File: src/source/seq_isa_pkg.sv
`default_nettype none

package seq_isa_pkg;

  ////////////////////////////////////////////////////////////////////////////
  // Operations and functional units
  ////////////////////////////////////////////////////////////////////////////

  // Vector operations that the dispatcher can hand to the sequencer
  typedef enum logic [2:0] {
    OP_ADD,
    OP_MUL,
    OP_MASK_CMP,
    OP_LOAD,
    OP_STORE,
    OP_SLIDEUP,
    OP_SLIDEDOWN
  } seq_op_e;

  // Functional units, the value is also the bit index in a unit set
  typedef enum logic [2:0] {
    UNIT_ALU,
    UNIT_MFPU,
    UNIT_LOAD,
    UNIT_STORE,
    UNIT_SLIDE,
    UNIT_MASK
  } seq_unit_e;

  localparam int unsigned NrUnits = 6;

  // Vector register file, v0 doubles as the mask source
  localparam int unsigned NrVRegs  = 32;
  localparam int unsigned VMaskReg = 0;
  typedef logic [4:0] vreg_t;

  // Width of the vector length field carried with each instruction
  localparam int unsigned VlWidth = 8;

  // Unit that executes the operation
  function automatic seq_unit_e primary_unit(seq_op_e op);
    unique case (op)
      OP_ADD:                    primary_unit = UNIT_ALU;
      OP_MUL:                    primary_unit = UNIT_MFPU;
      OP_MASK_CMP:               primary_unit = UNIT_MASK;
      OP_LOAD:                   primary_unit = UNIT_LOAD;
      OP_STORE:                  primary_unit = UNIT_STORE;
      OP_SLIDEUP, OP_SLIDEDOWN:  primary_unit = UNIT_SLIDE;
      default:                   primary_unit = UNIT_ALU;
    endcase
  endfunction

  // Set of units whose instruction queues the operation occupies
  function automatic logic [NrUnits-1:0] target_units(seq_op_e op);
    logic [NrUnits-1:0] units;
    units = '0;
    units[primary_unit(op)] = 1'b1;
    // Mask compares are computed in the ALU and packed by the mask unit
    if (op == OP_MASK_CMP) units[UNIT_ALU] = 1'b1;
    return units;
  endfunction

endpackage

`default_nettype wire
File: src/source/seq_cfg_pkg.sv
`default_nettype none

package seq_cfg_pkg;

  ////////////////////////////////////////////////////////////////////////////
  // Default sizing of the sequencer
  ////////////////////////////////////////////////////////////////////////////

  // Number of instructions that can be in flight at the same time
  localparam int unsigned DefaultNrVInsn = 8;

  // Instruction queue depth of each unit, indexed by seq_unit_e
  // Order is ALU, MFPU, load, store, slide, mask
  localparam int unsigned DefaultQueueDepth [seq_isa_pkg::NrUnits] = '{
    4,
    4,
    2,
    2,
    2,
    1
  };

  // Largest depth above, this sizes the occupancy counters
  localparam int unsigned MaxQueueDepth = 4;

endpackage

`default_nettype wire

File: src/source/seq_unit_credits.sv
`timescale 1ns/1ps
`default_nettype none

module seq_unit_credits #(
  parameter int unsigned NrVInsn                           = seq_cfg_pkg::DefaultNrVInsn,
  parameter int unsigned QueueDepth [seq_isa_pkg::NrUnits] = seq_cfg_pkg::DefaultQueueDepth
) (
  input  wire logic                                          clk_i,
  input  wire logic                                          rst_ni,
  input  wire logic                                          accept_i,
  input  wire logic [seq_isa_pkg::NrUnits-1:0]               accept_units_i,
  input  wire logic [seq_isa_pkg::NrUnits-1:0][NrVInsn-1:0]  unit_done_i,
  output logic      [seq_isa_pkg::NrUnits-1:0]               credit_ok_o
);

  import seq_isa_pkg::*;
  import seq_cfg_pkg::*;

  // All counters share one width, sized for the deepest queue
  localparam int unsigned CntW = $clog2(MaxQueueDepth + 1);

  ////////////////////////////////////////////////////////////////////////////
  // Occupancy counters
  ////////////////////////////////////////////////////////////////////////////

  logic [NrUnits-1:0][CntW-1:0] cnt_q;
  logic [NrUnits-1:0]           cnt_up;
  logic [NrUnits-1:0]           cnt_down;

  for (genvar u = 0; u < NrUnits; u++) begin : gen_cnt
    // An accepted instruction takes a queue slot in each target unit
    assign cnt_up[u] = accept_i & accept_units_i[u];
    // A unit finishes at most one instruction per cycle
    assign cnt_down[u] = |unit_done_i[u];

    always_ff @(posedge clk_i or negedge rst_ni) begin
      if (!rst_ni) begin
        cnt_q[u] <= '0;
      end else if (cnt_up[u] && !cnt_down[u]) begin
        cnt_q[u] <= cnt_q[u] + CntW'(1);
      end else if (cnt_down[u] && !cnt_up[u]) begin
        cnt_q[u] <= cnt_q[u] - CntW'(1);
      end
    end

    // Room is left while the count is below the depth of that queue
    assign credit_ok_o[u] = cnt_q[u] < CntW'(QueueDepth[u]);
  end

endmodule

`default_nettype wire

File: config.mk
export PLATFORM = sky130hd
export DESIGN_NAME = seq_unit_credits
export DESIGN_NICKNAME = d
export VERILOG_FILES = /design/src/source/seq_isa_pkg.sv /design/src/source/seq_cfg_pkg.sv /design/src/source/seq_unit_credits.sv
export SDC_FILE = /design/constraint.sdc
export NUM_CORES = 1
export LEC_CHECK = 0
export ABC_AREA = 0
export BUFFER_PORTS_ARGS = -buffer_cell sky130_fd_sc_hd__buf_2
export CAP_MARGIN = 0
export CORE_ASPECT_RATIO = 0.7
export CORE_UTILIZATION = 49
export CTS_BUF_LIST = sky130_fd_sc_hd__clkbuf_2
export DETAILED_ROUTE_END_ITERATION = 8
export PLACE_DENSITY = 0.86
export SLEW_MARGIN = 20
export SYNTH_ARGS = -nofsm -noshare
export SYNTH_HDL_FRONTEND = slang
export SYNTH_SLANG_ARGS = --single-unit
File: constraint.sdc
create_clock -name clk_i -period 3.77 [get_ports clk_i]
set_clock_uncertainty 0.05 [all_clocks]
set_input_delay 0.377 -clock clk_i [delete_from_list [all_inputs] [get_ports clk_i]]
set_output_delay 0.377 -clock clk_i [all_outputs]
set_load 0.02 [all_outputs]
* Word-level counts from Yosys, hierarchy flattened
Cells that the tools add are included.
** Storage, ports and cells
- Bits of input ports :: 57
- Output and inout bits :: 6
- Register bits :: 18
** Operators by class
- Add/subtract/negate cells :: 12
- Multiplexer cells :: 12
- Reductions and logical operators :: 36
- Order comparisons :: 6
- Bitwise gates (word level) :: 6
** Operators with widths (count)
- $reduce_or 8->1 :: 6
- $mux 3 :: 12
- $add 3x1->3 const B :: 6
- $sub 3x1->3 const B :: 6
- $logic_and 1x1->1 :: 12
- $logic_not 1->1 :: 12
- $reduce_bool 2->1 :: 6
- $lt 3x2->1 const B :: 3
- $and 1x1->1 :: 6
- $lt 3x3->1 const B :: 2
- $lt 3x1->1 const B :: 1

* Logic depth before layout (Yosys ltp)
Gate-level depths: netlist of the first run.
- Depth in word-level cells :: 5
- Depth in mapped cells :: 8

* Worst setup path after synthesis of the first run
Ideal clock, no wire load.
- Kind :: in2reg
- Start point :: input port unit_done_i[29] (netlist name)
- End point :: register cnt_q[11] (netlist name)
- Data arrival time :: 1977 ps
- Library setup time :: 79 ps
- Data required time :: 3641 ps
- Stages on the path :: 8
- Buffers on the path :: 0
- Slack :: 1664 ps
- Cells stage by stage :: or4_1 -> nor2_1 -> ha_1 -> inv_1 -> fa_1 -> xor2_1 -> nor2_1 -> xor2_1
** Between the ends
- Word-level cells in the longest chain between the ends :: 4
- Elaborated cells between the ends (all ways) :: 6
- Those cells by class :: mux: 1; reduce/logical: 5
** RTL lines
- from (decl) :: RTL line seq_unit_credits.sv:12 : input wire logic [seq_isa_pkg::NrUnits-1:0][NrVInsn-1:0] unit_done_i,
- $reduce_or 8->1 * :: RTL line seq_unit_credits.sv:34 : assign cnt_down[u] = |unit_done_i[u];
- $logic_not 1->1 :: RTL line seq_unit_credits.sv:39 : end else if (cnt_up[u] && !cnt_down[u]) begin
- $logic_and 1x1->1 :: RTL line seq_unit_credits.sv:39
- $mux 3 / $reduce_bool 2->1 (equally long branches)
- to (signal, indexed assignment) :: RTL line seq_unit_credits.sv:40 : cnt_q[u] <= cnt_q[u] + CntW'(1);
- to (signal, indexed assignment) :: RTL line seq_unit_credits.sv:42 : cnt_q[u] <= cnt_q[u] - CntW'(1);
- to (decl) :: RTL line seq_unit_credits.sv:26 : logic [NrUnits-1:0][CntW-1:0] cnt_q;
Mark *: on every way between the ends. The rest lies on a longest branch, timed or not.
A chain may end at the register's enable or synchronous reset.

* Final worst setup path of the first run
- Start point :: input port unit_done_i[25] (netlist name)
- End point :: register cnt_q[11] (netlist name)
Same word-level chain as after synthesis.

==> results_dict.tcl, run 1 <==
set metrics [dict create \
    placementRows 13 \
    yosysSeqAreaShare 0.4072 \
    total_power_uw 854.0 \
    run_status "finished, final reports clean" \
    max_stage_delay_ns 0.52 \
    die_width_um 58.79 \
    worst_r2r_endpoint "cnt_q[14]" \
    max_flop_register "cnt_q" \
    r2r_cells 4 \
    clock_tree_from_tritoncts "done" \
    final_cell_area_mm2 0.001483 \
    worst-endpoint-required_ns 3.94 \
    globalplace.congestion 0.6993 \
    detailroute.wirelength.met3_um 93 \
    clock_input_transition_at_the_sequential_cells_of_the_worst_setup_and_hold_paths_ns 0.17 \
    worst_hold_slack_ns 0.4290 \
    cts_buffers 3 \
    post-route-drc-count 0 \
    vdd.ir_drop.worst_v 0.0005113 \
    route.detailed.wl_per_inst_um 12.40 \
    path_depth 9 \
    ys_ff_latch 18 \
    max_clock_freq_mhz 495.9 \
    first_global_vias 1028 \
    starting_density 0.5574 \
    gr-usage-all-layers 0.2192 \
    yosys.area.top_type "sky130_fd_sc_hd__dfrtp_1" \
    largestRegisters "cnt_q x18" \
    clock-root-buffer "sky130_fd_sc_hd__clkbuf_2" \
    final_layout_size_suffix_gt1_frac 0.4192 \
    type_of_the_worst_setup_path "input pin to register" \
    largest_net_degree_at_the_start_of_global_routing 19 \
    crit_family "simple AND/OR/NAND/NOR gates" \
    core_region_area_mm2 0.001984 \
    cts_h_tree_depth 1 \
    period_needed_ns 2.016 \
    netlist_instances 100 \
    critPathMaxFanout 2 \
    insertion_delay_ns 0.30 \
    setup.worst_path.end_class "register" \
    grt_antenna_before_repair 0 \
    startpoint "unit_done_i[25]" \
    total_die_area_mm2 0.002454 \
    routed-wl-met2_um 1350 \
    post-cts-setup-buffer-count 0 \
    wire_length_of_the_first_global_routing_pass_um 4036 \
    timing.critical_path.to "cnt_q[11]" \
    netlist_area_mm2 0.001106 \
    cts.path.max_buffers 2 \
    vias 973 \
    ant_nets 0 \
    final_number_of_setup_violating_endpoints 0 \
    leak_pwr_uw 0.0007425 \
    num_clock_sinks 18 \
    setup-tns-final_ns 0 \
    top_level_ports 63 \
    ordered_list_of_cells_on_the_worst_path "buf_2 -> or4_1 -> nor2_1 -> ha_1 -> inv_1 -> fa_1 -> xor2_1 -> nor2_1 -> xor2_1" \
    antenna_cells_inserted 0 \
    area.growth.synth_to_final_pct 34.05 \
    kind_of_start_point_of_the_critical_path "input pin" \
    synth_top_area_share 0.4072 \
    max_stage_delay_cell_worst_path "sky130_fd_sc_hd__or4_1" \
    total_buffers_and_inverters_traversed_by_the_critical_path 2 \
    rsz_0062_raised_after_global_routing "false" \
    maxSlewViolCount 0 \
    synthesis.area_per_instance_um2 11.06 \
    design.final.nets 238 \
    largest_register_ff_count 18 \
    arrival_ns 2.18 \
    ys_warn_count 0 \
    mappedNetlistNets 170 \
    via_per_inst 4.939 \
    synthTopCellsByArea "sky130_fd_sc_hd__dfrtp_1 (41%), sky130_fd_sc_hd__fa_1 (9.0%), sky130_fd_sc_hd__ha_1 (9.0%), sky130_fd_sc_hd__or4_1 (8.1%), sky130_fd_sc_hd__xor2_1 (7.9%)" \
    die_height_um 41.75 \
    placement.io_buffers 62 \
    grt-ovfl-total 0 \
    final_common_cell "sky130_fd_sc_hd__buf_2" \
    total_routed_wirelength_um 2442 \
    dpl_cell_area_mm2 0.001454 \
    ys_types 14 \
    worst_slew_pin_slew_ns 0.4114 \
    dp_hpwl_um 2086 \
    drt-initial-drc-count 13 \
    max_cap_violations 0 \
    power_density_mw_per_mm2 576.0 \
    final.period_utilization 0.5349 \
    met1_length_um 906 \
    final-hold-violation-count 0 \
    maxSlewHeadroom 0.7257 \
    most-common-layout-cells "sky130_fd_sc_hd__buf_2 (62), sky130_fd_sc_hd__dfrtp_1 (18), sky130_fd_sc_hd__nor2_1 (15)" \
    worst_reg_to_reg_setup_slack_ns 2.30 \
    hp-class "register to register" \
    drt_pass1_iterations 4 \
    r2r-start "cnt_q[12]" \
    highest_routing_layer_actually_used "met4" \
]
[stage by stage]
| stage | setup slack [ns] | instances | util |
|---|---|---|---|
| global placement | 1.529 | 192 | 0.7327 |
| detailed placement | 1.437 | 192 | 0.7327 |
| global route | 1.629 | 197 | 0.7472 |
| floorplan | 1.664 | 100 | - |
| CTS | 1.757 | 197 | 0.7472 |
| finish | 1.754 | 197 | 0.7472 |
[cell type report]
type	count	area, um^2
Sequential cell	18	450.4
Timing Repair Buffer	63	320.3
Multi-Input combinational cell	73	621.8
Tap cell	30	37.54
Clock buffer	3	15.01
Inverter	9	33.78
Fill cell	153	501.7
Clock inverter	1	3.754
[cells by family (layout without fill, tap and decap cells)]
family,count (synthesis),after routing,share of synthesized area
simple gates,35,35,0.1742
xor+xnor,18,18,0.1425
flops,18,18,0.4072
fa+ha+maj,13,13,0.1810
buf+inv,9,76,0.03054
mux,6,6,0.05995
compound gates,1,1,0.004521
[synthesized netlist by cell type]
master	instances
sky130_fd_sc_hd__o21ai_0	1
sky130_fd_sc_hd__inv_1	9
sky130_fd_sc_hd__or4_1	12
sky130_fd_sc_hd__dfrtp_1	18
sky130_fd_sc_hd__xor2_1	10
sky130_fd_sc_hd__mux2i_1	1
sky130_fd_sc_hd__and2_1	6
sky130_fd_sc_hd__mux2_2	5
sky130_fd_sc_hd__xnor2_1	8
sky130_fd_sc_hd__nor2_1	15
sky130_fd_sc_hd__nand2_1	1
sky130_fd_sc_hd__nor3_1	1
sky130_fd_sc_hd__ha_1	8
sky130_fd_sc_hd__fa_1	5
[what timing repair did]
item / 4_1_cts / 5_1_grt
gates resized for setup: 0 / 0
hold endpoints to repair: 18 / 0
hold buffers: 1 / 0
endpoints found under the setup margin: 0 / 0
[per-layer routing]
layer,up-vias,track usage
li1,465,-
met1,471,0.2213
met2,27,0.4091
met3,10,0.06231
met4,0,0.1000
met5,-,0
[worst min path at each step]
stage	slack (ns)	cells past startpoint	end	start
CTS	0.43	1	cnt_q[17]	cnt_q[17]
global route	0.44	1	cnt_q[17]	cnt_q[17]
finish	0.43	1	cnt_q[17]	cnt_q[17]
floorplan	0.03	0	cnt_q[0]	rst_ni
detailed placement	0.28	1	cnt_q[10]	rst_ni
global placement	0.27	1	cnt_q[11]	rst_ni
[power breakdown]
| group | internal (uW) | total, uW | switching, uW |
|---|---|---|---|
| registers | 297 | 386 | 89.4 |
| clock network | 23.1 | 79.7 | 56.7 |
| logic | 203 | 388 | 185 |
Note: power is estimated with default switching activity, not from simulation.
==> run 2, diff against run 1 <==
- ABC_AREA: 0 -> 1
- CORE_UTILIZATION: 49 -> 47
- PLACE_DENSITY: 0.86 -> 0.8
- clock period: 3.77 -> 2 ns (I/O delays scaled with it)
==> results_dict.tcl, run 2 <==
set metrics [dict create \
    wire_length_of_the_first_global_routing_pass_um 4105 \
    sequential_share_of_power 0.434 \
    mappedNetlistNets 249 \
    ys_warn_count 0 \
    placementRows 15 \
    setup-tns-final_ns 0 \
    num_clock_sinks 18 \
    instances_no_fill 279 \
    final_number_of_setup_violating_endpoints 0 \
    first_global_vias 1087 \
    drt_pass1_iterations 3 \
    netlist_area_mm2 0.001267 \
    final-hold-violation-count 0 \
    post-route-drc-count 0 \
    final_cell_area_mm2 0.001645 \
    synth_top_area_share 0.3554 \
    largest_net_degree_at_the_start_of_global_routing 19 \
    largestRegisters "cnt_q x18" \
    gr-usage-all-layers 0.1885 \
    power.clock.fraction 0.086 \
    kind_of_start_point_of_the_critical_path "register" \
    cts_h_tree_depth 1 \
    starting_density 0.5040 \
    worst_slew_pin_slew_ns 0.3888 \
    power_frac_comb 0.480 \
    period_needed_ns 1.343 \
    core_region_area_mm2 0.002515 \
    yosys.area.top_type "sky130_fd_sc_hd__dfrtp_1" \
    most-common-layout-cells "sky130_fd_sc_hd__buf_2 (62), sky130_fd_sc_hd__nand2_1 (58), sky130_fd_sc_hd__inv_1 (34), sky130_fd_sc_hd__nor2_1 (34), sky130_fd_sc_hd__dfrtp_1 (18)" \
    switching_power_uw 708.5 \
    route.detailed.wl_per_inst_um 8.620 \
    arrival_ns 1.09 \
    power_density_mw_per_mm2 1014 \
    rsz_0062_raised_after_global_routing "false" \
    worst-endpoint-required_ns 1.75 \
    via_per_inst 4.409 \
    drt-initial-drc-count 16 \
    intPower_uw 960.3 \
    final_layout_size_suffix_gt1_frac 0.2694 \
    die_height_um 45.45 \
    synthesis.area_per_instance_um2 7.081 \
    insertion_delay_ns 0.29 \
    largest_register_ff_count 18 \
    cts.path.max_buffers 2 \
    final_common_cell "sky130_fd_sc_hd__buf_2" \
    synthTopCellsByArea "sky130_fd_sc_hd__dfrtp_1 (36%), sky130_fd_sc_hd__nand2_1 (17%), sky130_fd_sc_hd__inv_1 (10%), sky130_fd_sc_hd__nor2_1 (10%), sky130_fd_sc_hd__fa_1 (7.9%)" \
    total_die_area_mm2 0.002912 \
    dp_hpwl_um 2021 \
    grt-ovfl-total 0 \
    leak_pwr_uw 0.0009753 \
    clock-root-buffer "sky130_fd_sc_hd__clkbuf_2" \
    synth_ff_type "sky130_fd_sc_hd__dfrtp_1" \
    netlist_instances 179 \
    final.period_utilization 0.6715 \
    die_width_um 64.07 \
    clock_tree_from_tritoncts "done" \
    total_of_fill_cells_in_the_finished_design 241 \
    startpoint "cnt_q[15]" \
    max_flop_register "cnt_q" \
    max_clock_freq_mhz 744.6 \
    synthMostInstantiatedCell "sky130_fd_sc_hd__nand2_1" \
    vias 1230 \
    asyncSetResetFlopFracSynth 1.000 \
    r2r-start "cnt_q[9]" \
    post-cts-setup-buffer-count 0 \
    worst_slack_after_detailed_placement_ns 0.3405 \
    sw_frac_of_total 0.4246 \
    vdd.ir_drop.worst_v 0.0004544 \
    synth_top_cells_by_count "sky130_fd_sc_hd__nand2_1 (58), sky130_fd_sc_hd__inv_1 (34), sky130_fd_sc_hd__nor2_1 (34)" \
    globalplace.congestion 0.7279 \
    placed_cells 275 \
    design.final.nets 317 \
    clock_input_transition_at_the_sequential_cells_of_the_worst_setup_and_hold_paths_ns 0.15 \
    ys_ff_latch 18 \
    ys_types 13 \
    setup.worst_path.end_class "primary output" \
    run_status "finished, final reports clean" \
    antenna_cells_inserted 0 \
    type_of_the_worst_setup_path "register to primary output" \
    max_cap_violations 0 \
    critPathMaxFanout 4 \
    maxSlewViolCount 0 \
    placement.io_buffers 62 \
    total_routed_wirelength_um 2405 \
    top_level_ports 63 \
    final.setup.worst_slack_ns 0.6570 \
    hp-class "input pin to asynchronous set/reset pin" \
    worst_reg_to_reg_setup_slack_ns 0.67 \
    synth-edff-count 0 \
    grt_antenna_before_repair 0 \
    maxSlewHeadroom 0.7408 \
    yosysSeqAreaShare 0.3554 \
    dpl_cell_area_mm2 0.001620 \
    cts_buffers 3 \
    ant_nets 0 \
    area.growth.synth_to_final_pct 29.81 \
    final_core_utilization 0.6542 \
]
[run 2: worst max-delay path, stage by stage, from the launching register on]
cell,delay (ns)
sky130_fd_sc_hd__dfrtp_1,0.45
sky130_fd_sc_hd__nor3_1,0.17
sky130_fd_sc_hd__buf_2,0.18
[run 2: cell type report]
type | instances | area, um^2 | area share
Multi-Input combinational cell | 127 | 689.4 | 0.4190
Sequential cell | 18 | 450.4 | 0.2738
Timing Repair Buffer | 63 | 320.3 | 0.1947
Inverter | 34 | 127.6 | 0.07757
Tap cell | 34 | 42.54 | 0.02586
Clock buffer | 3 | 15.01 | 0.009125
[run 2: power groups by stage]
stage	Clock [uW]	Combinational [uW]	Sequential [uW]
after floorplan	0	592	700
after global placement	0	760	733
after detailed placement	0	800	738
after CTS	153	812	730
after global routing	170	935	760
final	143	801	725
[run 2: layer usage]
| metal | vias up | share of wire | track usage |
|---|---|---|---|
| met5 | - | 0 | 0 |
| met1 | 535 | 0.47 | 0.2222 |
| met4 | 0 | 0.0071 | 0.05909 |
| li1 | 664 | - | - |
| met2 | 29 | 0.48 | 0.3404 |
| met3 | 2 | 0.043 | 0.05500 |
[run 2: worst paths after layout]
| kind | endpoint | cells after the start |
|---|---|---|
| worst min-delay path | cnt_q[5] | 2 |
| worst min register to register | cnt_q[2] | 2 |
| max in group asynchronous | cnt_q[1] | 2 |
| worst max-delay path | credit_ok_o[5] | 2 |
| worst max register to register | cnt_q[11] | 5 |
| min in group clk_i | cnt_q[9] | 5 |
[run 2: kinds of logic (layout without fill, tap and decap cells)]
family,Yosys count,after routing,share of synthesized area
compound gates,1,1,0.003945
xor+xnor,7,7,0.04837
fa+ha+maj,13,13,0.1580
buf+inv,34,100,0.1007
flops,18,18,0.3554
simple gates,106,106,0.3337
[run 2: timing repair]
item                                   4_1_cts  5_1_grt
endpoints found under the hold margin       18        0
hold buffers                                 1        0
resized for setup                            0        0
[run 2: metrics by stage]
stage          power, uW  hold WS, ns
6_report            1669       0.2915
5_1_grt             1865       0.2804
4_1_cts             1694       0.2835
3_5_place_dp        1539      0.09987
3_3_place_gp        1493      0.09881
2_1_floorplan       1292      -0.1456
==> run 3, diff against run 2 <==
- clock period: 2 -> 1.3 ns (I/O delays scaled with it)
==> results_dict.tcl, run 3 (synthesis gave the netlist of run 2 again) <==
set metrics [dict create \
    run_status "finished, final reports clean" \
    highest_routing_layer_actually_used "met4" \
    largest_register_ff_count 18 \
    area.growth.synth_to_final_pct 41.56 \
    met1_length_um 1247 \
    worst-endpoint-required_ns 1.12 \
    num_clock_sinks 18 \
    die_width_um 64.07 \
    globalplace.congestion 0.7662 \
    drt-initial-drc-count 15 \
    worst_slack_after_detailed_placement_ns -0.2722 \
    insertion_delay_ns 0.31 \
    top_level_ports 63 \
    cts.path.max_buffers 2 \
    drt_pass1_iterations 4 \
    core_region_area_mm2 0.002515 \
    final_cell_area_mm2 0.001794 \
    ant_nets 0 \
    clock_tree_from_tritoncts "done" \
    vdd.ir_drop.worst_v 0.001011 \
    leak_pwr_uw 0.001012 \
    detailroute.wirelength.met3_um 102 \
    final.setup.worst_slack_ns 0.001614 \
    maxSlewHeadroom 0.7305 \
    wire_length_of_the_first_global_routing_pass_um 4422 \
    antenna_cells_inserted 0 \
    grt-ovfl-total 0 \
    kind_of_start_point_of_the_critical_path "register" \
    cts_h_tree_depth 1 \
    post-route-drc-count 0 \
    critPathMaxFanout 3 \
    routed-wl-met2_um 1406 \
    dpl_cell_area_mm2 0.001653 \
    placement.io_buffers 62 \
    placementRows 15 \
    worst_slew_pin_slew_ns 0.4043 \
    final.period_utilization 0.9988 \
    design.final.nets 326 \
    gr-usage-all-layers 0.2043 \
    rsz_0062_raised_after_global_routing "true" \
    clock_input_transition_at_the_sequential_cells_of_the_worst_setup_and_hold_paths_ns 0.16 \
    first_global_vias 1095 \
    max_flop_register "cnt_q" \
    final_number_of_setup_violating_endpoints 0 \
    setup.worst_path.end_class "primary output" \
    starting_density 0.5040 \
    route.detailed.wl_per_inst_um 9.660 \
    largest_net_degree_at_the_start_of_global_routing 19 \
    vias 1280 \
    worst_hold_slack_ns 0.1958 \
    max_cap_violations 0 \
    grt_antenna_before_repair 0 \
    maxSlewViolCount 0 \
    final_layout_size_suffix_gt1_frac 0.3898 \
    largestRegisters "cnt_q x18" \
    via_per_inst 4.444 \
    type_of_the_worst_setup_path "register to primary output" \
    period_needed_ns 1.298 \
    power_density_mw_per_mm2 1592 \
    arrival_ns 1.12 \
    final_common_cell "sky130_fd_sc_hd__buf_2" \
    clock-root-buffer "sky130_fd_sc_hd__clkbuf_2" \
    dp_hpwl_um 2184 \
    total_routed_wirelength_um 2782 \
    hp-class "input pin to register" \
    cts_buffers 3 \
    die_height_um 45.45 \
    total_die_area_mm2 0.002912 \
    final-hold-violation-count 0 \
    max_clock_freq_mhz 770.2 \
    most-common-layout-cells "sky130_fd_sc_hd__buf_2 (59), sky130_fd_sc_hd__nand2_1 (54), sky130_fd_sc_hd__inv_1 (31)" \
]
## run 3: cell types whose count changed in the layout (fill, tap and decap cells not counted), sizes merged
cell | previous run | this run
buf | 62 | 71
## run 3: stage by stage
step           std cells    util  setup TNS (ns)  total power [uW]
2_1_floorplan        179       -        -0.03564              2008
3_5_place_dp         276  0.6572          -1.919              2414
5_1_grt              288  0.7134         -0.1134              3121
6_report             288  0.7134               0              2857
4_1_cts              281  0.6701               0              2665
3_3_place_gp         276  0.6572          -1.606              2338
## run 3: metal layers
| layer | up-vias | global-route usage |
|---|---|---|
| li1 | 682 | - |
| met1 | 568 | 0.2428 |
| met2 | 25 | 0.3723 |
| met3 | 5 | 0.06500 |
| met4 | 0 | 0.04091 |
| met5 | - | 0 |
## run 3: final timing paths
| kind | slack, ns | to | startpoint | depth (start not counted) |
|---|---|---|---|---|
| max in group asynchronous | 0.71 | cnt_q[1] | rst_ni | 2 |
| worst max register to register | 0.06 | cnt_q[5] | cnt_q[3] | 5 |
| worst max-delay path | 0.002 | credit_ok_o[5] | cnt_q[16] | 2 |
| min in group asynchronous | 0.21 | cnt_q[7] | rst_ni | 2 |
| worst min-delay path | 0.20 | cnt_q[0] | accept_units_i[0] | 5 |
| worst min register to register | 0.45 | cnt_q[5] | cnt_q[5] | 2 |
## run 3: cell type report
cell class                 count  area (um^2)
multi-input combinational    127        752.0
fill                         210        720.7
sequential                    18        450.4
timing repair buffer          72        406.6
inverter                      34        127.6
tap                           34        42.54
clock buffer                   3        15.01
## run 3: where the power goes
group / internal (uW) / leakage [uW] / switching (uW)
registers: 852 / 0.000213 / 268
clock network: 62.9 / 0.0000125 / 169
logic: 736 / 0.000786 / 769
total: 1650 / 0.00101 / 1210
## run 3: worst max-delay path, stage by stage (launching register included)
cell	delay (ns)
sky130_fd_sc_hd__dfrtp_1	0.44
sky130_fd_sc_hd__nor3_2	0.20
sky130_fd_sc_hd__buf_4	0.17
## run 3: timing repair
action,in CTS,in global routing
pin swaps,0,15
gates resized for setup,0,20
setup buffers,1,7
endpoints found under the setup margin,1,7
hold buffers,1,0
endpoints found under the hold margin,18,0
