==> config.mk <==
export PLATFORM = sky130hd
export DESIGN_NAME = seq_vid_alloc
export DESIGN_NICKNAME = d
export VERILOG_FILES = /design/src/source/seq_isa_pkg.sv /design/src/source/seq_cfg_pkg.sv /design/src/source/seq_vid_alloc.sv
export SDC_FILE = /design/constraint.sdc
export NUM_CORES = 1
export LEC_CHECK = 0
export BUFFER_PORTS_ARGS = -buffer_cell sky130_fd_sc_hd__buf_4
export CORE_AREA = 2 2 75 77
export DETAILED_ROUTE_END_ITERATION = 8
export DIE_AREA = 0 0 77 79
export PLACE_DENSITY = 0.71
export SLEW_MARGIN = 40
export SYNTH_ARGS = -nofsm -noshare
export SYNTH_HDL_FRONTEND = slang
export SYNTH_SLANG_ARGS = --single-unit
==> constraint.sdc <==
create_clock -name clk_i -period 2.7 [get_ports clk_i]
set_input_delay 0.405 -clock clk_i [delete_from_list [all_inputs] [get_ports clk_i]]
set_output_delay 0.405 -clock clk_i [all_outputs]
set_load 0.01 [all_outputs]
==> src/source/seq_isa_pkg.sv <==
`default_nettype none

package seq_isa_pkg;

  ////////////////////////////////////////////////////////////////////////////
  // Operations and functional units
  ////////////////////////////////////////////////////////////////////////////

  // Vector operations that the dispatcher can hand to the sequencer
  typedef enum logic [2:0] {
    OP_ADD,
    OP_MUL,
    OP_MASK_CMP,
    OP_LOAD,
    OP_STORE,
    OP_SLIDEUP,
    OP_SLIDEDOWN
  } seq_op_e;

  // Functional units, the value is also the bit index in a unit set
  typedef enum logic [2:0] {
    UNIT_ALU,
    UNIT_MFPU,
    UNIT_LOAD,
    UNIT_STORE,
    UNIT_SLIDE,
    UNIT_MASK
  } seq_unit_e;

  localparam int unsigned NrUnits = 6;

  // Vector register file, v0 doubles as the mask source
  localparam int unsigned NrVRegs  = 32;
  localparam int unsigned VMaskReg = 0;
  typedef logic [4:0] vreg_t;

  // Width of the vector length field carried with each instruction
  localparam int unsigned VlWidth = 8;

  // Unit that executes the operation
  function automatic seq_unit_e primary_unit(seq_op_e op);
    unique case (op)
      OP_ADD:                    primary_unit = UNIT_ALU;
      OP_MUL:                    primary_unit = UNIT_MFPU;
      OP_MASK_CMP:               primary_unit = UNIT_MASK;
      OP_LOAD:                   primary_unit = UNIT_LOAD;
      OP_STORE:                  primary_unit = UNIT_STORE;
      OP_SLIDEUP, OP_SLIDEDOWN:  primary_unit = UNIT_SLIDE;
      default:                   primary_unit = UNIT_ALU;
    endcase
  endfunction

  // Set of units whose instruction queues the operation occupies
  function automatic logic [NrUnits-1:0] target_units(seq_op_e op);
    logic [NrUnits-1:0] units;
    units = '0;
    units[primary_unit(op)] = 1'b1;
    // Mask compares are computed in the ALU and packed by the mask unit
    if (op == OP_MASK_CMP) units[UNIT_ALU] = 1'b1;
    return units;
  endfunction

endpackage

`default_nettype wire
==> src/source/seq_cfg_pkg.sv <==
`default_nettype none

package seq_cfg_pkg;

  ////////////////////////////////////////////////////////////////////////////
  // Default sizing of the sequencer
  ////////////////////////////////////////////////////////////////////////////

  // Number of instructions that can be in flight at the same time
  localparam int unsigned DefaultNrVInsn = 8;

  // Instruction queue depth of each unit, indexed by seq_unit_e
  // Order is ALU, MFPU, load, store, slide, mask
  localparam int unsigned DefaultQueueDepth [seq_isa_pkg::NrUnits] = '{
    4,
    4,
    2,
    2,
    2,
    1
  };

  // Largest depth above, this sizes the occupancy counters
  localparam int unsigned MaxQueueDepth = 4;

endpackage

`default_nettype wire

==> src/source/seq_vid_alloc.sv <==
`timescale 1ns/1ps
`default_nettype none

module seq_vid_alloc #(
  parameter int unsigned NrVInsn = seq_cfg_pkg::DefaultNrVInsn
) (
  input  wire logic                                          clk_i,
  input  wire logic                                          rst_ni,
  input  wire logic                                          accept_i,
  input  wire logic [$clog2(NrVInsn)-1:0]                    accept_id_i,
  input  wire logic [seq_isa_pkg::NrUnits-1:0]               accept_units_i,
  input  wire logic [seq_isa_pkg::NrUnits-1:0][NrVInsn-1:0]  unit_done_i,
  output logic      [$clog2(NrVInsn)-1:0]                    free_id_o,
  output logic                                               full_o,
  output logic      [NrVInsn-1:0]                            running_o,
  output logic      [NrVInsn-1:0]                            running_next_o,
  output logic                                               idle_o
);

  import seq_isa_pkg::*;

  localparam int unsigned IdW = $clog2(NrVInsn);

  // Bit [u][i] is set while instruction i still occupies unit u
  logic [NrUnits-1:0][NrVInsn-1:0] run_d, run_q;

  always_comb begin
    run_d          = run_q;
    running_next_o = '0;
    for (int u = 0; u < NrUnits; u++) begin
      // Completion clears the entry of that unit only
      run_d[u] = run_q[u] & ~unit_done_i[u];
      if (accept_i && accept_units_i[u]) run_d[u][accept_id_i] = 1'b1;
      running_next_o = running_next_o | run_d[u];
    end
  end

  always_ff @(posedge clk_i or negedge rst_ni) begin
    if (!rst_ni) begin
      run_q <= '0;
    end else begin
      run_q <= run_d;
    end
  end

  // An instruction runs as long as any of its units has not finished it
  always_comb begin
    running_o = '0;
    for (int u = 0; u < NrUnits; u++) running_o = running_o | run_q[u];
  end

  // Lowest free ID, the downward scan leaves the smallest index
  always_comb begin
    free_id_o = '0;
    for (int i = NrVInsn - 1; i >= 0; i--) begin
      if (!running_o[i]) free_id_o = IdW'(i);
    end
  end

  assign full_o = &running_o;
  assign idle_o = ~|running_o;

endmodule

`default_nettype wire

Word level (Yosys, flattened, before mapping)
Index checks and enable logic that the tools add are counted.

word-level totals
  word-level logic and storage cells = 62
  bits in latches = 0
  flip-flop bits (word level) = 48
  ROM bits = 0
  bits in writable memories = 0
  input bits = 60
  memories = 0

operators by class
  equal/unequal tests = 0
  reductions and logical operators = 10
  $add $sub $neg = 0
  multiply operators = 0
  $lt $le $gt $ge = 2
  shift-type cells = 0
  multiplexer cells = 16
  bitwise logic cells = 28
  div/mod/pow operators = 0

operators by type and width
  kind                                                                          number
  8-bit OR                                                                      16
  8-bit AND                                                                     6
  8-bit 2-to-1 mux                                                              6
  8-bit NOT                                                                     6
  3-bit 2-to-1 mux                                                              8
  8-bit AND reduction                                                           1
  8-bit OR reduction                                                            1
  1-bit logical AND                                                             7
  3-bit by 4-bit less-than comparator with 1-bit output, second input constant  1
  1-bit demux with 3-bit select                                                 1
  3-bit by 1-bit >= comparator with 1-bit output, second input constant         1
  1-bit logical NOT                                                             1
  1-bit 2-to-1 mux                                                              1

Longest topological paths before layout
Gate-level depths: netlist of run 1.

  depth after elaboration = 13
  gate-level depth with buffers = 5
  depth with buffers taken out = 5

Least setup slack after synthesis of run 1
OpenSTA, ideal clock, no wires.

  kind = register -> output
  from = reg run_q[35] in the netlist's numbering
  to = out idle_o
  setup slack = 467 ps
  path buffers = 0
  required time = 2295 ps
  stages on the path, launching flop included = 5
  arrival time = 1828 ps
  cell sequence = dfrtp_1 > or4_4 > or2_4 > or4_1 > nor2_1

on the way
  cells in the longest elaborated chain, start to end = 4

RTL lines
  what                    line                 source
  from (decl)             seq_vid_alloc.sv:25  logic [NrUnits-1:0][NrVInsn-1:0] run_d, run_q;
  from (signal assigned)  seq_vid_alloc.sv:42  run_q <= run_d;
  8-bit OR (2 in a row)   seq_vid_alloc.sv:49  for (int u = 0; u < NrUnits; u++) running_o = running_o | run_q[u];
  net running_o[3]        seq_vid_alloc.sv:15  output logic [NrVInsn-1:0] running_o,
  8-bit OR reduction      seq_vid_alloc.sv:61  assign idle_o = ~|running_o;
  1-bit logical NOT       seq_vid_alloc.sv:61
  to (decl)               seq_vid_alloc.sv:17  output logic idle_o

The timed path passes the listed nets, and every way through them passes these cells.

Final worst setup path of run 1
  from = reg run_q[10] in the netlist's numbering
  to = out idle_o

on the way
  cells in the longest elaborated chain, start to end = 7

RTL lines
  what                   line
  8-bit OR (5 in a row)  seq_vid_alloc.sv:49
  8-bit OR reduction     seq_vid_alloc.sv:61
  1-bit logical NOT      seq_vid_alloc.sv:61

No other way between the ends.

==> impl_metrics.py, run 1 <==
metrics = {
    "run_status": {
        "run_status": "complete, no violations",
    },
    "worst_setup_path": {
        "crit_path_cell_chain": "nor4_1 -> nand2_1 -> or4_1 -> nor2_4 -> buf_4",
        "worst_r2r_startpoint": "run_q[20]$_DFF_PN0_",
        "crit_path_max_incr_delay_ns": 0.61,
        "timing.critical_path.max_delay_family": "simple AND/OR/NAND/NOR gates",
        "critical_path_peak_fanout": 5,
        "cp_slowest_cell": "sky130_fd_sc_hd__or4_1",
        "critical_path_source_type": "flop",
        "r2r_cells": 2,
        "r2r_setup_slack_ns": 1.90,
        "critical_path_buf_inv_count": 1,
        "timing.critical_path.to_type": "output port",
        "worst_r2r_endpoint": "run_q[20]$_DFF_PN0_",
        "timing.setup.critical_path_class": "reg -> out",
        "cp.required_ns": 2.30,
        "crit_arrival_ns": 2.15,
    },
    "timing": {
        "final_critical_path_setup_slack_ns": 0.148,
        "period_minus_slack_ns": 2.55,
        "max_slew_violation_count": 0,
        "setup_viol_count_final": 0,
        "fin_setup_tns_ns": 0,
        "grt_setup_unrepaired": "false",
        "max_slew_margin": 0.601,
        "fmax_mhz": 392,
        "worst_slew_pin_slew_ns": 0.598,
        "timing.final.hold_violations": 0,
        "worst_clock_skew_ns": 0,
        "timing.final.crit_share": 0.945,
    },
    "global_routing": {
        "gr-usage-met2": 0.343,
        "busiest_layer": "met2",
        "grt_use_met1": 0.279,
        "grtUsageTotal": 0.214,
        "gr-usage-met3": 0.0591,
        "global_route_wire_length_before_repair_um": 9960,
        "grt_start_max_net_pins": 49,
        "grt_pass1_vias": 2100,
        "number_of_antenna_violations_at_the_first_check_in_global_routing": 0,
        "grt_remaining_overflow": 0,
    },
    "layout": {
        "nNetsFinal": 390,
        "antennaDiodeCount": 0,
        "top_register": "run_q",
        "largest_reg_flops": 48,
        "layout_area_overhead_pct": 37.3,
        "post_layout_nonfiller_instances": 403,
        "nFillCells": 532,
        "layout_top_registers": "run_q: 48 flops",
        "drive_above_1_share": 0.302,
    },
    "clock_network": {
        "worst_skew_pair.late_latency_ns": 0.30,
        "post-cts-setup-buffer-count": 0,
        "cts-buffers-inserted": 5,
        "cts.htree.levels": 2,
        "ctsRootBufferMaster": "sky130_fd_sc_hd__clkbuf_8",
        "holdBufCountCts": 0,
        "clock_tree.buffer_depth": 2,
        "numClockSinks": 48,
        "clk_pin_slew_ns": 0.09,
        "tritoncts": "built",
    },
    "drt": {
        "detail_route.drc_violations": 0,
        "antenna_left": 0,
        "vias_after_detailed_routing": 2174,
        "detail_route.vias_per_cell": 5.39,
        "wire_per_inst_um": 16.1,
        "drt_first_iter_violations": 130,
        "firstDrtPassIters": 4,
        "wl_um": 6480,
    },
    "power_and_ir_drop": {
        "combinationalPowerShare": 0.227,
        "p_sw_uw": 440,
        "power_density_mw_per_mm2": 525,
        "seqPwrFrac": 0.462,
        "clockPowerShare": 0.311,
        "p_int_mw": 1.20,
        "power.static_leakage_nw": 1.47,
        "switching_share": 0.269,
        "ir_drop_mv": 0.252,
    },
    "die": {
        "num_rows": 27,
        "die_height_um": 79,
        "initial_utilization": 0.426,
        "die_x_um": 77,
        "ios": 81,
        "core_mm2": 0.00534,
        "die_area_mm2": 0.00608,
    },
    "synth": {
        "synth_commonest_cells": "sky130_fd_sc_hd__dfrtp_1, sky130_fd_sc_hd__o22ai_1, sky130_fd_sc_hd__inv_1",
        "synth_cell_types": 27,
        "synth_area_leaders": "sky130_fd_sc_hd__dfrtp_1, sky130_fd_sc_hd__o22ai_1, sky130_fd_sc_hd__inv_1",
        "synth.avg_cell_area_um2": 9.47,
        "synth_flop_cell": "sky130_fd_sc_hd__dfrtp_1",
        "synth_nets": 300,
        "ys_seq_area_frac": 0.528,
        "post_synth_instance_area_mm2": 0.00227,
        "synth-edff-count": 0,
        "synthesis.yosys.warnings": 0,
        "async_flop_share": 1.00,
        "synthDominantAreaCellType": "sky130_fd_sc_hd__dfrtp_1",
        "synthesized_flop_and_latch_total": 48,
        "synth_top_area_frac": 0.528,
        "syn_inst": 240,
    },
    "min_path": {
        "min-delay-path-class": "in -> async",
    },
    "placement": {
        "dp_cells": 395,
        "place_worst_setup_slack_ns": 0.374,
        "buffer_ports.inserted": 80,
        "hpwlAfterDp_um": 4770,
        "gpl.final_weighted_congestion": 0.882,
    },
    "flow_run": {
        "cap_viol_max_count": 0,
    },
}
==> worst register-to-register path, delay by kind of cell, from the launching register on <==
kind / cells / cell delay (ns)
compound gates: 1 / 0.15
flops: 1 / 0.39
simple gates: 1 / 0.15
==> cells in the final DEF, fill, tap and decap left out <==
cell,Yosys,layout
sky130_fd_sc_hd__a31oi_1,1,1
sky130_fd_sc_hd__a21boi_0,1,1
sky130_fd_sc_hd__nand3_2,1,1
sky130_fd_sc_hd__or2_1,1,1
sky130_fd_sc_hd__bufinv_16,0,1
sky130_fd_sc_hd__or4_4,1,2
sky130_fd_sc_hd__nand3_1,4,4
sky130_fd_sc_hd__o21bai_1,16,16
sky130_fd_sc_hd__a211oi_1,1,1
sky130_fd_sc_hd__or4_1,2,1
sky130_fd_sc_hd__inv_1,35,35
sky130_fd_sc_hd__or3b_2,1,1
sky130_fd_sc_hd__and3_1,3,3
sky130_fd_sc_hd__nand3b_1,3,3
sky130_fd_sc_hd__o211ai_1,1,1
sky130_fd_sc_hd__nor2_4,0,1
sky130_fd_sc_hd__nor2_1,14,13
sky130_fd_sc_hd__o22ai_1,48,48
sky130_fd_sc_hd__clkinv_2,0,1
sky130_fd_sc_hd__clkbuf_1,4,1
sky130_fd_sc_hd__nand4_1,3,3
sky130_fd_sc_hd__nand2_1,10,10
sky130_fd_sc_hd__nor2b_1,17,17
sky130_fd_sc_hd__buf_4,0,87
sky130_fd_sc_hd__nor4_1,12,12
sky130_fd_sc_hd__clkbuf_8,0,5
sky130_fd_sc_hd__o21ai_0,7,7
sky130_fd_sc_hd__dfrtp_1,48,48
sky130_fd_sc_hd__or3b_1,1,1
sky130_fd_sc_hd__or3_1,1,1
sky130_fd_sc_hd__o21ai_1,3,3
sky130_fd_sc_hd__or2_4,1,1
==> final cells by class <==
class / instances / area [µm²] / area share
Clock buffer: 6 / 72.6 / 0.0233
Multi-Input combinational cell: 153 / 937 / 0.300
Timing Repair Buffer: 87 / 653 / 0.209
Inverter: 35 / 131 / 0.0421
Sequential cell: 48 / 1200 / 0.385
Clock inverter: 2 / 35.0 / 0.0112
Tap cell: 72 / 90.1 / 0.0289
==> logic make-up after synthesis <==
logic type,synth area share
DFF,0.528
buffers and inverters,0.0644
AOI/OAI and AO/OA,0.220
and+or+nand+nor,0.188
==> per-layer routing <==
metal	vias up	routed length (µm)
li1	1049	-
met1	1013	2700
met2	104	3100
met3	8	583
met4	0	93
met5	-	0
==> what timing repair did <==
item                                    in CTS  in global routing
hold endpoints to repair                     0                  0
resized for setup                            0                  3
endpoints found under the setup margin       0                  1
==> worst max path at each step <==
stage / to / cells past startpoint / from
floorplan: idle_o / 4 / run_q[35]$_DFF_PN0_
global placement: idle_o / 5 / run_q[35]$_DFF_PN0_
detailed placement: idle_o / 5 / run_q[35]$_DFF_PN0_
CTS: idle_o / 5 / run_q[35]$_DFF_PN0_
global route: idle_o / 5 / run_q[10]$_DFF_PN0_
finish: idle_o / 5 / run_q[10]$_DFF_PN0_
==> through the flow <==
stage | hold WS, ns | util | power, mW | instance area, µm²
after floorplan | 0.109 | - | 0.922 | 2270
after global placement | 0.453 | 0.562 | 1.13 | 3000
after detailed placement | 0.457 | 0.562 | 1.13 | 3000
after CTS | 0.130 | 0.583 | 1.64 | 3110
after global routing | 0.146 | 0.585 | 1.71 | 3120
final | 0.103 | 0.585 | 1.64 | 3120
==> power by group through the flow <==
stage               combinational (mW)  sequential, mW  clock (mW)
floorplan                        0.155           0.767           0
global placement                 0.360           0.769           0
detailed placement               0.362           0.770           0
CTS                              0.363           0.756       0.523
global route                     0.400           0.759       0.553
finish                           0.372           0.756       0.509
No activity file was read; power rests on OpenSTA's default activity.
==> run 2: changes to the inputs <==
==> constraint.sdc (replaced) <==
create_clock -name clk_i -period 3.1 [get_ports clk_i]
set_input_delay 0.465 -clock clk_i [delete_from_list [all_inputs] [get_ports clk_i]]
set_output_delay 0.465 -clock clk_i [all_outputs]
set_load 0.01 [all_outputs]
==> run 2 against run 1 <==
Against the previous run:
- clock-buffer cell count rose by 1
- final cell count did not move
- clock power fell by 4.9%
- final area rose by 0.24%
- register-to-register slack improved by 0.40 ns
- critical endpoint unchanged
- sequential share of layout area fell by 0.092 points
- largest power group unchanged
- sequential cell count did not move
- die area did not move
- combinational power fell by 15%
- critical path type unchanged
- setup slack improved by 0.23 ns
- utilization rose by 0.14 points
==> impl_metrics.py, run 2 (synthesized netlist as in run 1, its figures left out) <==
metrics = {
    "die": {
        "die_area_mm2": 0.00608,
        "die_x_um": 77,
        "num_rows": 27,
        "core_mm2": 0.00534,
        "initial_utilization": 0.426,
        "ios": 81,
        "die_height_um": 79,
    },
    "worst_setup_path": {
        "timing.setup.critical_path_class": "reg -> out",
        "timing.critical_path.to_type": "output port",
        "critical_path_source_type": "flop",
        "critical_path_peak_fanout": 4,
        "cp.required_ns": 2.63,
        "crit_arrival_ns": 2.26,
    },
    "power_and_ir_drop": {
        "switching_share": 0.256,
        "combinationalPowerShare": 0.216,
        "power_density_mw_per_mm2": 466,
        "p_int_mw": 1.08,
        "p_sw_uw": 373,
        "totalPowerFinal_mw": 1.46,
        "ir_drop_mv": 0.243,
        "seqPwrFrac": 0.452,
        "clockPowerShare": 0.332,
        "power.static_leakage_nw": 1.48,
    },
    "timing": {
        "max_slew_violation_count": 0,
        "setup_viol_count_final": 0,
        "timing.final.crit_share": 0.878,
        "worst_slew_pin_slew_ns": 0.604,
        "grt_setup_unrepaired": "false",
        "max_slew_margin": 0.597,
        "fin_setup_tns_ns": 0,
        "fmax_mhz": 367,
        "period_minus_slack_ns": 2.72,
        "final_critical_path_setup_slack_ns": 0.379,
        "worst_clock_skew_ns": 0,
        "timing.final.hold_violations": 0,
    },
    "global_routing": {
        "global_route_wire_length_before_repair_um": 10600,
        "grt_start_max_net_pins": 49,
        "grt_pass1_vias": 2190,
        "grtUsageTotal": 0.227,
        "grt_remaining_overflow": 0,
        "number_of_antenna_violations_at_the_first_check_in_global_routing": 0,
    },
    "placement": {
        "buffer_ports.inserted": 80,
        "gpl.final_weighted_congestion": 0.924,
        "placed_cell_area_mm2": 0.00300,
        "place_worst_setup_slack_ns": 0.715,
        "hpwlAfterDp_um": 4870,
    },
    "layout": {
        "largest_reg_flops": 48,
        "layout.cell_area.non_filler_mm2": 0.00313,
        "top_register": "run_q",
        "layout_top_registers": "run_q: 48 flops",
        "layout_common_cells": "sky130_fd_sc_hd__buf_4, sky130_fd_sc_hd__o22ai_1, sky130_fd_sc_hd__dfrtp_1, sky130_fd_sc_hd__inv_1, sky130_fd_sc_hd__nor2b_1",
        "final_cell_utilization_of_the_core": 0.586,
        "most_common_cell_after_layout_fill_and_taps_aside": "sky130_fd_sc_hd__buf_4",
        "drive_above_1_share": 0.299,
        "antennaDiodeCount": 0,
        "nNetsFinal": 390,
        "layout_area_overhead_pct": 37.6,
    },
    "drt": {
        "antenna_left": 0,
        "wire_per_inst_um": 16.1,
        "firstDrtPassIters": 4,
        "detail_route.vias_per_cell": 5.41,
        "vias_after_detailed_routing": 2181,
        "wl_um": 6500,
        "detail_route.drc_violations": 0,
        "drt_first_iter_violations": 123,
    },
    "clock_network": {
        "tritoncts": "built",
        "clock_tree.buffer_depth": 2,
        "numClockSinks": 48,
        "cts.htree.levels": 2,
        "post-cts-setup-buffer-count": 0,
        "holdBufCountCts": 0,
        "ctsRootBufferMaster": "sky130_fd_sc_hd__clkbuf_8",
        "worst_skew_pair.late_latency_ns": 0.30,
        "post_cts_resize_count": 0,
        "cts-buffers-inserted": 5,
        "clk_pin_slew_ns": 0.08,
    },
    "run_status": {
        "run_status": "complete, no violations",
    },
    "flow_run": {
        "cap_viol_max_count": 0,
    },
    "min_path": {
        "min-delay-path-class": "in -> async",
    },
}
==> run 2: power groups by stage <==
stage	Clock (mW)	Sequential (mW)	Combinational (mW)
6_report	0.484	0.658	0.315
5_1_grt	0.522	0.661	0.345
4_1_cts	0.495	0.658	0.316
3_5_place_dp	0	0.671	0.315
3_3_place_gp	0	0.670	0.314
2_1_floorplan	0	0.668	0.135
==> run 2: area by class of cell <==
| class | count | area, µm² |
|---|---|---|
| clock buffers | 7 | 96.3 |
| clock inverters | 1 | 30.0 |
| fillers | 522 | 2210 |
| inverters | 35 | 131 |
| multi-input cells | 153 | 926 |
| flip-flops and latches | 48 | 1200 |
| well taps | 72 | 90.1 |
| repair buffers | 87 | 653 |
==> run 2: path summary, 6_finish.rpt <==
| kind | from | to | slack, ns | depth (start not counted) |
|---|---|---|---|---|
| worst max register to register | run_q[11]$_DFF_PN0_ | run_q[11]$_DFF_PN0_ | 2.30 | 2 |
| worst min register to register | run_q[47]$_DFF_PN0_ | run_q[47]$_DFF_PN0_ | 0.57 | 2 |
| max in group asynchronous | rst_ni | run_q[37]$_DFF_PN0_ | 2.52 | 1 |
| worst max-delay path | run_q[35]$_DFF_PN0_ | idle_o | 0.38 | 5 |
| min in group clk_i | unit_done_i[6] | run_q[6]$_DFF_PN0_ | 0.34 | 2 |
| worst min-delay path | rst_ni | run_q[46]$_DFF_PN0_ | 0.17 | 1 |
==> run 2: critical path, stage by stage, from the launching register on <==
cell                      delay [ns]
sky130_fd_sc_hd__dfrtp_1        0.38
sky130_fd_sc_hd__or4_4          0.53
sky130_fd_sc_hd__or2_4          0.25
sky130_fd_sc_hd__or4_1          0.51
sky130_fd_sc_hd__nor2_1         0.13
sky130_fd_sc_hd__buf_4          0.14
==> run 2: metrics by stage <==
| step | hold slack [ns] | instances |
|---|---|---|
| finish | 0.167 | 403 |
| global route | 0.205 | 403 |
| CTS | 0.185 | 403 |
| detailed placement | 0.518 | 395 |
| global placement | 0.515 | 395 |
| floorplan | 0.169 | 240 |
==> run 2: routing by layer <==
metal	up-vias	track usage	routed length [µm]
met5	-	0	0
met3	14	0.0500	499
met4	0	0.0839	148
li1	1049	-	-
met1	1026	0.307	2740
met2	92	0.360	3110
==> run 3: changes to the inputs <==
--- a/config.mk
+++ b/config.mk
@@ -9,7 +9,7 @@
 export CORE_AREA = 2 2 75 77
 export DETAILED_ROUTE_END_ITERATION = 8
 export DIE_AREA = 0 0 77 79
-export PLACE_DENSITY = 0.71
+export PLACE_DENSITY = 0.74
 export SLEW_MARGIN = 40
 export SYNTH_ARGS = -nofsm -noshare
 export SYNTH_HDL_FRONTEND = slang
==> constraint.sdc (replaced) <==
create_clock -name clk_i -period 2.4 [get_ports clk_i]
set_input_delay 0.36 -clock clk_i [delete_from_list [all_inputs] [get_ports clk_i]]
set_output_delay 0.36 -clock clk_i [all_outputs]
set_load 0.01 [all_outputs]
==> run 3 against run 2 <==
Against the previous run:
- the flow now finishes with violations (negative setup slack)
- sequential cell count is the same
- global-route usage is 0.40 points lower
- first-iteration DRC count increased by 30%
- clock-buffer cell count fell by 1
- setup slack got worse by 0.46 ns
- die area unchanged
- critical path depth did not move
- combinational power up 40%
- clock skew unchanged
==> impl_metrics.py, run 3 (synthesized netlist as in run 1, its figures left out) <==
metrics = {
    "run_status": {
        "run_status": "finished, violations left",
        "failing_checks": "negative setup slack",
    },
    "worst_setup_path": {
        "worst_r2r_startpoint": "run_q[16]$_DFF_PN0_",
        "critical_path_peak_fanout": 2,
        "cp.required_ns": 2.04,
        "critical_path_source_type": "flop",
        "worstSetupStartpoint": "run_q[35]$_DFF_PN0_",
        "timing.setup.critical_path_class": "reg -> out",
        "timing.critical_path.to_type": "output port",
        "r2r_cells": 2,
        "r2r_setup_slack_ns": 1.60,
        "crit_arrival_ns": 2.12,
    },
    "drt": {
        "wl_um": 6610,
        "vias_after_detailed_routing": 2224,
        "wire_per_inst_um": 16.2,
        "firstDrtPassIters": 4,
        "routed-wl-met3_um": 487,
        "met2_wirelength_um": 3130,
        "wl_met1_um": 2890,
        "drt_first_iter_violations": 160,
        "detail_route.drc_violations": 0,
        "routed.top_layer": "met4",
        "detail_route.vias_per_cell": 5.44,
        "antenna_left": 0,
    },
    "global_routing": {
        "number_of_antenna_violations_at_the_first_check_in_global_routing": 0,
        "grt_remaining_overflow": 0,
        "grt_pass1_vias": 2322,
        "grt_start_max_net_pins": 49,
        "global_route_wire_length_before_repair_um": 10500,
        "grtUsageTotal": 0.223,
    },
    "placement": {
        "hpwlAfterDp_um": 4880,
        "placed_cell_area_mm2": 0.00302,
        "dp_cells": 397,
        "buffer_ports.inserted": 80,
        "gpl.final_weighted_congestion": 0.929,
        "place_worst_setup_slack_ns": 0.102,
    },
    "clock_network": {
        "clk_pin_slew_ns": 0.08,
        "tritoncts": "built",
        "worst_skew_pair.late_latency_ns": 0.29,
        "clock_tree.buffer_depth": 2,
        "ctsRootBufferMaster": "sky130_fd_sc_hd__clkbuf_8",
        "cts.htree.levels": 2,
        "cts-buffers-inserted": 5,
        "numClockSinks": 48,
    },
    "die": {
        "num_rows": 27,
        "ios": 81,
        "die_area_mm2": 0.00608,
        "initial_utilization": 0.426,
        "die_x_um": 77,
        "core_mm2": 0.00534,
        "die_height_um": 79,
    },
    "layout": {
        "layout_area_overhead_pct": 38.9,
        "layout_top_registers": "run_q: 48 flops",
        "most_common_cell_after_layout_fill_and_taps_aside": "sky130_fd_sc_hd__buf_4",
        "post_layout_nonfiller_instances": 409,
        "layout.cell_area.non_filler_mm2": 0.00316,
        "drive_above_1_share": 0.320,
        "largest_reg_flops": 48,
        "layout_common_cells": "sky130_fd_sc_hd__buf_4, sky130_fd_sc_hd__o22ai_1, sky130_fd_sc_hd__dfrtp_1, sky130_fd_sc_hd__inv_1, sky130_fd_sc_hd__nor2b_1",
        "antennaDiodeCount": 0,
        "nNetsFinal": 396,
        "top_register": "run_q",
        "final_cell_utilization_of_the_core": 0.591,
    },
    "power_and_ir_drop": {
        "power_density_mw_per_mm2": 562,
        "power.static_leakage_nw": 1.50,
        "ir_drop_mv": 0.283,
        "totalPowerFinal_mw": 1.77,
    },
    "flow_run": {
        "cap_viol_max_count": 0,
    },
    "timing": {
        "timing.final.hold_violations": 0,
        "max_slew_margin": 0.593,
        "timing.final.crit_share": 1.03,
        "fin_setup_tns_ns": -0.0791,
        "worst_clock_skew_ns": 0,
        "max_slew_violation_count": 0,
        "final_critical_path_setup_slack_ns": -0.0791,
        "worst_slew_pin_slew_ns": 0.610,
        "fmax_mhz": 403,
        "grt_setup_unrepaired": "true",
        "setup_viol_count_final": 1,
        "period_minus_slack_ns": 2.48,
        "timing.hold.ws_ns": 0.0588,
    },
    "min_path": {
        "min-delay-path-class": "in -> async",
    },
}
==> run 3: changes by cell type in the layout (fill, tap and decap cells not counted), sizes merged <==
cell,before,now
buf,87,93
clkinv,0,2
bufinv,1,0
clkbuf,7,6
==> run 3: path summary, 6_finish.rpt <==
path                                  endpoint
setup / recovery                        idle_o
hold / removal             run_q[12]$_DFF_PN0_
setup reg to reg           run_q[16]$_DFF_PN0_
hold reg to reg             run_q[1]$_DFF_PN0_
max in group asynchronous   run_q[1]$_DFF_PN0_
min in group clk_i         run_q[38]$_DFF_PN0_
==> run 3: area by class of cell <==
type	instances	area [µm²]
Clock inverter	2	10.0
Tap cell	72	90.1
Timing Repair Buffer	93	698
Clock buffer	6	82.6
Fill cell	501	2180
Multi-Input combinational cell	153	943
Inverter	35	131
Sequential cell	48	1200
==> run 3: repair_timing <==
item / 4_1_cts / 5_1_grt
setup endpoints to repair: 1 / 1
resized for setup: 0 / 4
setup buffers: 1 / 3
hold buffers: 0 / 0
pin swaps: 4 / 4
==> run 3: layer usage <==
| metal | up-vias | track usage |
|---|---|---|
| li1 | 1065 | - |
| met1 | 1039 | 0.288 |
| met2 | 108 | 0.373 |
| met4 | 0 | 0.0679 |
| met5 | - | 0 |
| met3 | 12 | 0.0545 |
==> run 3: worst max-delay path, stage by stage (launching register included) <==
cell	delay (ns)
sky130_fd_sc_hd__dfrtp_1	0.38
sky130_fd_sc_hd__or4_4	0.54
sky130_fd_sc_hd__or2_4	0.25
sky130_fd_sc_hd__or4_4	0.43
sky130_fd_sc_hd__nor2_4	0.10
sky130_fd_sc_hd__buf_4	0.12
==> run 3: where the power goes <==
group          internal [mW]  switching [mW]
Sequential             0.837          0.0146
Clock                  0.230           0.253
Combinational          0.220           0.220
